[config.mk]
export PLATFORM = sky130hd
export DESIGN_NAME = cu_arbiter_control
export DESIGN_NICKNAME = d
export VERILOG_FILES = /design/src/cu_ctrl_pkg.sv /design/src/mem_if_pkg.sv /design/src/cu_control_regs.sv /design/src/cu_id_demux.sv /design/src/cu_response_router.sv /design/src/cu_arbiter_control.sv
export SDC_FILE = /design/constraint.sdc
export NUM_CORES = 1
export LEC_CHECK = 0
export ABC_AREA = 1
export BUFFER_PORTS_ARGS = -buffer_cell sky130_fd_sc_hd__buf_2
export CORE_AREA = 2 2 373 375
export CTS_BUF_LIST = sky130_fd_sc_hd__clkbuf_2
export CTS_CLUSTER_DIAMETER = 100
export CTS_CLUSTER_SIZE = 24
export DETAILED_ROUTE_END_ITERATION = 12
export DIE_AREA = 0 0 375 377
export PLACE_DENSITY_LB_ADDON = 0.08
export SLEW_MARGIN = 5
export SYNTH_ARGS = -nofsm -noshare
export SYNTH_HDL_FRONTEND = slang
export SYNTH_HIERARCHICAL = 1
export SYNTH_SLANG_ARGS = --single-unit
export TNS_END_PERCENT = 10
[constraint.sdc]
create_clock -name clock -period 3.3 [get_ports clock]
set_input_delay 0.165 -clock clock [delete_from_list [all_inputs] [get_ports clock]]
set_output_delay 0.165 -clock clock [all_outputs]
set_load 0.1 [all_outputs]
[src/cu_ctrl_pkg.sv]
//////////////////////////////
// Control constants and the configuration word layout shared by
// the register block, the routers and the testbench
//////////////////////////////

package cu_ctrl_pkg;

	//////////////////////////////
	// Unit addressing
	//////////////////////////////

	// Unit id field carried in every memory line
	localparam int CU_ID_BITS = 8;

	//////////////////////////////
	// Configuration word
	//////////////////////////////

	localparam int CFG_BITS = 64;

	// Upper half is opaque to this block
	typedef struct packed {
		logic [CFG_BITS/2-1:0] mode;
		logic [CFG_BITS/2-1:0] vertex_cu_count;
	} cu_config_t;

endpackage

[src/mem_if_pkg.sv]
//////////////////////////////
// Memory side line formats as seen by the compute units
// Import together with cu_ctrl_pkg for the unit id width
//////////////////////////////

package mem_if_pkg;

	import cu_ctrl_pkg::*;

	//////////////////////////////
	// Field widths
	//////////////////////////////

	localparam int DATA_BITS      = 64;
	localparam int TAG_BITS       = 8;
	localparam int RESP_CODE_BITS = 4;
	localparam int BEAT_BITS      = 2;

	//////////////////////////////
	// Line types
	//////////////////////////////

	// Read or write completion
	typedef struct packed {
		logic                      valid;
		logic [CU_ID_BITS-1:0]     cu_id;
		logic [TAG_BITS-1:0]       tag;
		logic [RESP_CODE_BITS-1:0] resp_code;
	} response_line_t;

	// One beat of read data
	typedef struct packed {
		logic                  valid;
		logic [CU_ID_BITS-1:0] cu_id;
		logic [TAG_BITS-1:0]   tag;
		logic [BEAT_BITS-1:0]  beat;
		logic [DATA_BITS-1:0]  data;
	} data_line_t;

endpackage

[src/cu_control_regs.sv]
//////////////////////////////
// Configuration capture, per unit broadcast and enables,
// plus the synchronised reset handed to each compute unit
//////////////////////////////

module cu_control_regs
	import cu_ctrl_pkg::*;
#(
	parameter int NUM_GRAPH_CU  = 4,
	parameter int NUM_VERTEX_CU = 2
) (
	input  logic                    clock,
	input  logic                    rstn,
	input  cu_config_t              cu_configure,
	output logic                    cu_rstn       [NUM_GRAPH_CU],
	output cu_config_t              cu_config_out [NUM_GRAPH_CU],
	output logic [NUM_GRAPH_CU-1:0] enable_cu
);

	cu_config_t cfg_q;
	cu_config_t cfg_unit [NUM_GRAPH_CU];
	logic       rstn_meta [NUM_GRAPH_CU];

	// All zeros means nothing new from the host
	always_ff @(posedge clock or negedge rstn) begin
		if (!rstn) begin
			cfg_q <= '0;
		end else if (cu_configure != '0) begin
			cfg_q <= cu_configure;
		end
	end

	//////////////////////////////
	// Per unit copies
	//////////////////////////////

	for (genvar i = 0; i < NUM_GRAPH_CU; i++) begin : g_unit
		localparam logic [CFG_BITS/2-1:0] FIRST_VERTEX = (CFG_BITS/2)'(i * NUM_VERTEX_CU);

		always_ff @(posedge clock or negedge rstn) begin
			if (!rstn) begin
				cfg_unit[i]      <= '0;
				cu_config_out[i] <= '0;
				enable_cu[i]     <= 1'b0;
			end else begin
				cfg_unit[i]      <= cfg_q;
				cu_config_out[i] <= cfg_unit[i];
				// Unit is on when its first vertex unit is wanted
				enable_cu[i]     <= FIRST_VERTEX < cu_config_out[i].vertex_cu_count;
			end
		end

		// Two stage release, assert is immediate
		always_ff @(posedge clock or negedge rstn) begin
			if (!rstn) begin
				rstn_meta[i] <= 1'b0;
				cu_rstn[i]   <= 1'b0;
			end else begin
				rstn_meta[i] <= 1'b1;
				cu_rstn[i]   <= rstn_meta[i];
			end
		end
	end

	//////////////////////////////
	// Checks
	//////////////////////////////

	// Enabled units always form a contiguous run from unit 0
	for (genvar i = 1; i < NUM_GRAPH_CU; i++) begin : g_enable_order
		assert property (@(posedge clock) disable iff (!rstn)
			$rose(enable_cu[i]) |-> &enable_cu[i-1:0])
			else $error("enable_cu[%0d] rose above a disabled unit", i);
	end

endmodule

[src/cu_id_demux.sv]
//////////////////////////////
// One to many router for a single line type
// Destination is the top bits of cu_id, one cycle of latency
//////////////////////////////

module cu_id_demux
	import cu_ctrl_pkg::*;
	import mem_if_pkg::*;
#(
	parameter type line_t       = response_line_t,
	parameter int  NUM_GRAPH_CU = 4
) (
	input  logic  clock,
	input  logic  rstn,
	input  line_t line_in,
	output line_t line_out [NUM_GRAPH_CU]
);

	localparam int SEL_BITS = $clog2(NUM_GRAPH_CU);

	logic [SEL_BITS-1:0]     sel;
	logic [NUM_GRAPH_CU-1:0] valid_q;
	line_t                   line_q;

	assign sel = line_in.cu_id[CU_ID_BITS-1 -: SEL_BITS];

	// One hot slot valid, cleared whenever nothing arrives
	always_ff @(posedge clock or negedge rstn) begin
		if (!rstn) begin
			valid_q <= '0;
		end else begin
			valid_q <= '0;
			if (line_in.valid) begin
				valid_q[sel] <= 1'b1;
			end
		end
	end

	// Payload is shared by all slots since only one can be valid
	always_ff @(posedge clock) begin
		if (line_in.valid) begin
			line_q <= line_in;
		end
	end

	always_comb begin
		for (int i = 0; i < NUM_GRAPH_CU; i++) begin
			line_out[i]       = line_q;
			line_out[i].valid = valid_q[i];
		end
	end

	assert property (@(posedge clock) disable iff (!rstn) $onehot0(valid_q))
		else $error("more than one unit selected");

endmodule

[src/cu_response_router.sv]
//////////////////////////////
// Routes read responses, write responses and read data to the
// unit named in each line, three cycles from input to output
//////////////////////////////

module cu_response_router
	import mem_if_pkg::*;
#(
	parameter int NUM_GRAPH_CU = 4
) (
	input  logic           clock,
	input  logic           rstn,
	input  response_line_t read_response_in,
	input  response_line_t write_response_in,
	input  data_line_t     read_data_in,
	output response_line_t read_response_cu  [NUM_GRAPH_CU],
	output response_line_t write_response_cu [NUM_GRAPH_CU],
	output data_line_t     read_data_cu      [NUM_GRAPH_CU]
);

	response_line_t read_response_q;
	response_line_t write_response_q;
	data_line_t     read_data_q;

	response_line_t read_response_sel  [NUM_GRAPH_CU];
	response_line_t write_response_sel [NUM_GRAPH_CU];
	data_line_t     read_data_sel      [NUM_GRAPH_CU];

	//////////////////////////////
	// Input stage
	//////////////////////////////

	always_ff @(posedge clock or negedge rstn) begin
		if (!rstn) begin
			read_response_q  <= '0;
			write_response_q <= '0;
			read_data_q      <= '0;
		end else begin
			read_response_q  <= read_response_in;
			write_response_q <= write_response_in;
			read_data_q      <= read_data_in;
		end
	end

	//////////////////////////////
	// Select stage
	//////////////////////////////

	cu_id_demux #(
		.line_t       (response_line_t),
		.NUM_GRAPH_CU (NUM_GRAPH_CU)
	) u_read_response_demux (
		.clock    (clock),
		.rstn     (rstn),
		.line_in  (read_response_q),
		.line_out (read_response_sel)
	);

	cu_id_demux #(
		.line_t       (response_line_t),
		.NUM_GRAPH_CU (NUM_GRAPH_CU)
	) u_write_response_demux (
		.clock    (clock),
		.rstn     (rstn),
		.line_in  (write_response_q),
		.line_out (write_response_sel)
	);

	cu_id_demux #(
		.line_t       (data_line_t),
		.NUM_GRAPH_CU (NUM_GRAPH_CU)
	) u_read_data_demux (
		.clock    (clock),
		.rstn     (rstn),
		.line_in  (read_data_q),
		.line_out (read_data_sel)
	);

	//////////////////////////////
	// Output stage toward the units
	//////////////////////////////

	for (genvar i = 0; i < NUM_GRAPH_CU; i++) begin : g_out
		always_ff @(posedge clock or negedge rstn) begin
			if (!rstn) begin
				read_response_cu[i]  <= '0;
				write_response_cu[i] <= '0;
				read_data_cu[i]      <= '0;
			end else begin
				read_response_cu[i]  <= read_response_sel[i];
				write_response_cu[i] <= write_response_sel[i];
				read_data_cu[i]      <= read_data_sel[i];
			end
		end

		// Back to back strobes on a unit need back to back inputs
		assert property (@(posedge clock) disable iff (!rstn)
			read_response_cu[i].valid |=>
				!read_response_cu[i].valid || $past(read_response_in.valid, 3))
			else $error("read response repeated on unit %0d", i);

		assert property (@(posedge clock) disable iff (!rstn)
			write_response_cu[i].valid |=>
				!write_response_cu[i].valid || $past(write_response_in.valid, 3))
			else $error("write response repeated on unit %0d", i);

		assert property (@(posedge clock) disable iff (!rstn)
			read_data_cu[i].valid |=>
				!read_data_cu[i].valid || $past(read_data_in.valid, 3))
			else $error("read data repeated on unit %0d", i);
	end

endmodule

[src/cu_arbiter_control.sv]
//////////////////////////////
// Front end between the host memory interface and the compute units
// Set NUM_GRAPH_CU and NUM_VERTEX_CU here only
//////////////////////////////

module cu_arbiter_control
	import cu_ctrl_pkg::*;
	import mem_if_pkg::*;
#(
	parameter int NUM_GRAPH_CU  = 4,
	parameter int NUM_VERTEX_CU = 2
) (
	input  logic                    clock,
	input  logic                    rstn,

	// Host side
	input  cu_config_t              cu_configure,
	input  response_line_t          read_response_in,
	input  response_line_t          write_response_in,
	input  data_line_t              read_data_in,

	// Unit side
	output logic                    cu_rstn           [NUM_GRAPH_CU],
	output cu_config_t              cu_config_out     [NUM_GRAPH_CU],
	output logic [NUM_GRAPH_CU-1:0] enable_cu,
	output response_line_t          read_response_cu  [NUM_GRAPH_CU],
	output response_line_t          write_response_cu [NUM_GRAPH_CU],
	output data_line_t              read_data_cu      [NUM_GRAPH_CU]
);

	//////////////////////////////
	// Configuration and reset
	//////////////////////////////

	cu_control_regs #(
		.NUM_GRAPH_CU  (NUM_GRAPH_CU),
		.NUM_VERTEX_CU (NUM_VERTEX_CU)
	) u_regs (
		.clock         (clock),
		.rstn          (rstn),
		.cu_configure  (cu_configure),
		.cu_rstn       (cu_rstn),
		.cu_config_out (cu_config_out),
		.enable_cu     (enable_cu)
	);

	//////////////////////////////
	// Memory response routing
	//////////////////////////////

	cu_response_router #(
		.NUM_GRAPH_CU (NUM_GRAPH_CU)
	) u_router (
		.clock             (clock),
		.rstn              (rstn),
		.read_response_in  (read_response_in),
		.write_response_in (write_response_in),
		.read_data_in      (read_data_in),
		.read_response_cu  (read_response_cu),
		.write_response_cu (write_response_cu),
		.read_data_cu      (read_data_cu)
	);

endmodule

==> impl_summary.txt <==
----------------------------------------------------
[Global routing]
  Number of antenna violations at the first check in global routing ... 8
  Number of global-route vias before repair ... 17790
  Overflow left after global routing ... 0
  First-pass GRT wire length ... 118000 um
  Global-route total usage across every layer ... 0.1127
  Pin count of the biggest net entering global routing ... around 110

[STA]
  Total setup violations reported at the end of the flow ... 0
  Maximum clock frequency ... 383.5 MHz
  Final hold violation count ... 0
  Setup skew after layout ... 0.1373 ns
  Setup TNS ... 0 ns
  Relative max-transition margin ... 0.2541
  Slew at the pin closest to its max-slew limit ... 1.119 ns
  Total count of max-transition violations in the final report ... 0
  RSZ-0062 raised after global routing ... no
  Shortest period the worst path allows ... 2.607 ns
  Final period utilization ... 0.7901

[Worst hold path]
  Startpoint of the lowest-slack hold path ... u_regs/cfg_q[5]$_DFFE_PN0P_
  Path class of the lowest-slack min-delay path ... register to register
  Hold depth ... 0
  Destination of the worst hold path ... u_regs/cfg_unit[5]$_DFF_PN0_

[Floorplanning]
  Die outline area ... 141400 um^2
  Die boundary width ... 375 um
  Die Span Y ... 377 um
  Number of rows in the core area ... 136
  Boundary pin count ... 955
  Starting density of the core ... 0.2209
  Core Footprint ... 137000 um^2

[Worst setup path]
  CP Buf/Inv Count ... 1
  Critical register-to-register path endpoint ... u_router/u_read_data_demux/line_out[39]$_DFFE_PP_
  Worst Path Required ... 3.13 ns
  Critical Path Source ... u_regs/cu_config_out[67]$_DFF_PN0_
  Worst flop-to-flop path startpoint ... u_router/read_data_q[82]$_DFF_PN0_
  Kind of cell with the highest combined delay on the critical path ... flip-flops
  Kind of start point of the critical path ... register
  Largest fanout on the critical path ... 8
  Setup crit end kind ... output port
  Worst setup path category ... register to output port
  Reg2Reg Depth ... 1
  CP max-delay cell ... dfrtp_1
  Cell breakdown of the critical path ... buf_2
  Worst setup slack for register-to-register paths ... 1.52 ns
  Critical path data arrival time ... about 2.4 ns
  Slowest Stage Delay on Critical Path ... 0.65 ns

[Drt]
  Via total after detailed routing ... 16260
  Initial DRC count ... roughly 580
  Number of search-and-repair iterations in the first detailed-routing pass ... 4
  Remaining routing DRC violations ... 0
  Number of antenna-violating nets in the routed design ... 0
  Routed length per placed instance ... 17.11 um
  Via-to-Cell Ratio ... 3.422
  Overall routed net length ... between 80000 and 90000 um

[Pwr]
  Proportion of power drawn by flip-flops and latches ... 0.543
  Peak supply drop ... 0.3157 mV
  Final Total Pwr ... 24.26 mW
  Combinational share of power ... 0.272
  Switching power of the nets ... 9.549 mW
  Internal power consumption ... around 15 mW
  Total leakage power ... 18.70 nW
  Switching fraction of total power ... 0.3935
  Total power density per cell area ... 604.3 nW/um^2
  Clock network fraction of total power ... 0.185

[Job]
  Max-cap violations ... 0

[Clocking]
  Cts bufs inserted ... 49
  Num Clock Sinks ... 957
  Worst-case clock buffer depth ... 3
  H-tree depth ... 2
  Clock Pin Slew Worst Setup and Hold Paths ... 0.43 ns
  CTS tree ... yes
  Clock tree root driver cell ... clkbuf_2
  Clock latency on the worst-skew pair ... 1.32 ns

[Synthesis]
  Seq/Total Area, Yosys ... 0.8114
  Total of flip-flops plus latches after synthesis ... 957
  Mapped Area ... 30270 um^2
  Post-synthesis cell type count ... 15
  Synthesized net count ... 2027
  Syn Inst Count ... approximately 1800
  Yosys warning count ... 6
  Average cell area after synthesis ... 16.48 um^2

[Finish]
  Layout cell share with drive strength beyond 1 ... 0.3675
  Commonest non-fill, non-tap cell in the layout ... buf_2
  Commonest cells after routing, fill and taps aside ... buf_2, dfrtp_1, dlygate4sd3_1, edfxtp_1, nand2_1
  Post-synthesis to final-layout area growth ... 32.67%
  Fillers ... 13940
  Final Net Count ... 3109

[Placed design]
  Number of buffer cells added on primary ports ... 954
  Placer's final routability congestion estimate ... 0.7557
  Post-detail-place hpwl ... about 60000 um

[Status]
  Status ... finished clean

----------------------------------------------------
-- synth_stat cells --
library cell / n / share of area
nand3_1: 54 / 0.0089
nor3_1: 2 / 0.00033
dfrtp_1: 835 / 0.69
buf_4: 561 / 0.14
edfxtp_1: 122 / 0.12
nor2_4: 2 / 0.00074
or2_2: 1 / 0.00021
nor2_1: 65 / 0.0081
conb_1: 1 / 0.00012
nand4_1: 4 / 0.00083
a21oi_1: 1 / 0.00017
nand2_1: 88 / 0.011
buf_6: 12 / 0.0045
inv_1: 70 / 0.0087
nand3_2: 18 / 0.0060
-- power by group through the flow --
stage                     Clock (mW)  Combinational, mW  Sequential (mW)
after floorplan                    0               1.60             17.0
after global placement             0               6.08             13.4
after detailed placement           0               6.06             13.4
after CTS                       4.88               6.66             13.2
after global routing            5.34               6.78             13.3
final                           4.49               6.59             13.2
-- per-layer routing --
metal	vias to the layer above	global-route usage	routed length [um]	share of wire
met5	-	0	41	0.00050
met4	6	0.03515	2342	0.029
met3	109	0.04558	7750	0.095
met2	624	0.2086	43140	0.53
met1	8206	0.1149	28070	0.35
li1	7318	-	-	-
-- stage by stage --
stage               cells  hold WS, ns  utilization  cell area (um^2)  setup slack (ns)
floorplan            1836      -0.1306            -             30270            0.8781
global placement     4034       0.2169       0.2428             33260             1.420
detailed placement   4034       0.2165       0.2428             33260             1.397
CTS                  4746      0.03172       0.2930             40140            0.3583
global route         4753       0.1281       0.2931             40150            0.3529
finish               4753       0.3079       0.2931             40150            0.6926
-- cell families after synthesis --
kind of cell    after synthesis  synth area share
compound gates                1         0.0001652
flops                       957            0.8114
simple gates                234           0.03597
other cells                   1         0.0001239
buf+inv                     643            0.1523
-- flip-flops by register name (all words and copies together) (netlist names) --
register,count
u_router/u_write_response_demux/valid_q,4
u_regs/cu_rstn,1
u_regs/cfg_unit,64
u_router/read_response_q,21
u_regs/enable_cu,4
u_router/read_data_q,83
u_router/write_response_cu,84
u_router/u_read_data_demux/valid_q,4
u_regs/cu_config_out,64
u_regs/cfg_q,64
u_router/u_read_response_demux/line_out,20
u_router/u_read_response_demux/valid_q,4
u_regs/rstn_meta,1
u_router/write_response_q,21
u_router/read_response_cu,84
u_router/u_write_response_demux/line_out,20
u_router/u_read_data_demux/line_out,82
u_router/read_data_cu,332
-- how the worst max path moves through the flow --
stage	cells after the start	slack, ns	end
floorplan	0	0.88	u_router/u_read_data_demux/line_out[0]$_DFFE_PP_
global placement	9	1.42	u_regs/cfg_q[25]$_DFFE_PN0P_
detailed placement	9	1.40	u_regs/cfg_q[22]$_DFFE_PN0P_
CTS	1	0.36	cu_config_out[66]
global route	1	0.35	cu_config_out[2]
finish	1	0.69	cu_config_out[131]
-- final cells by class --
| cell class | count | area (um^2) | area share |
|---|---|---|---|
| Antenna cell | 7 | 17.52 | 0.0004362 |
| Sequential cell | 957 | 24560 | 0.6117 |
| Timing Repair Buffer | 1604 | 11390 | 0.2836 |
| Clock inverter | 10 | 203.9 | 0.005079 |
| Multi-Input combinational cell | 236 | 1097 | 0.02733 |
| Inverter | 70 | 262.8 | 0.006544 |
| Clock buffer | 75 | 375.4 | 0.009348 |
| Tap cell | 1794 | 2245 | 0.05590 |
-- timing repair --
item                      4_1_cts  5_1_grt
gates resized for setup         0        0
setup buffers                   0        0
hold endpoints to repair     1024        0
hold buffers                  627        0
(Power assumes the default switching activity.)
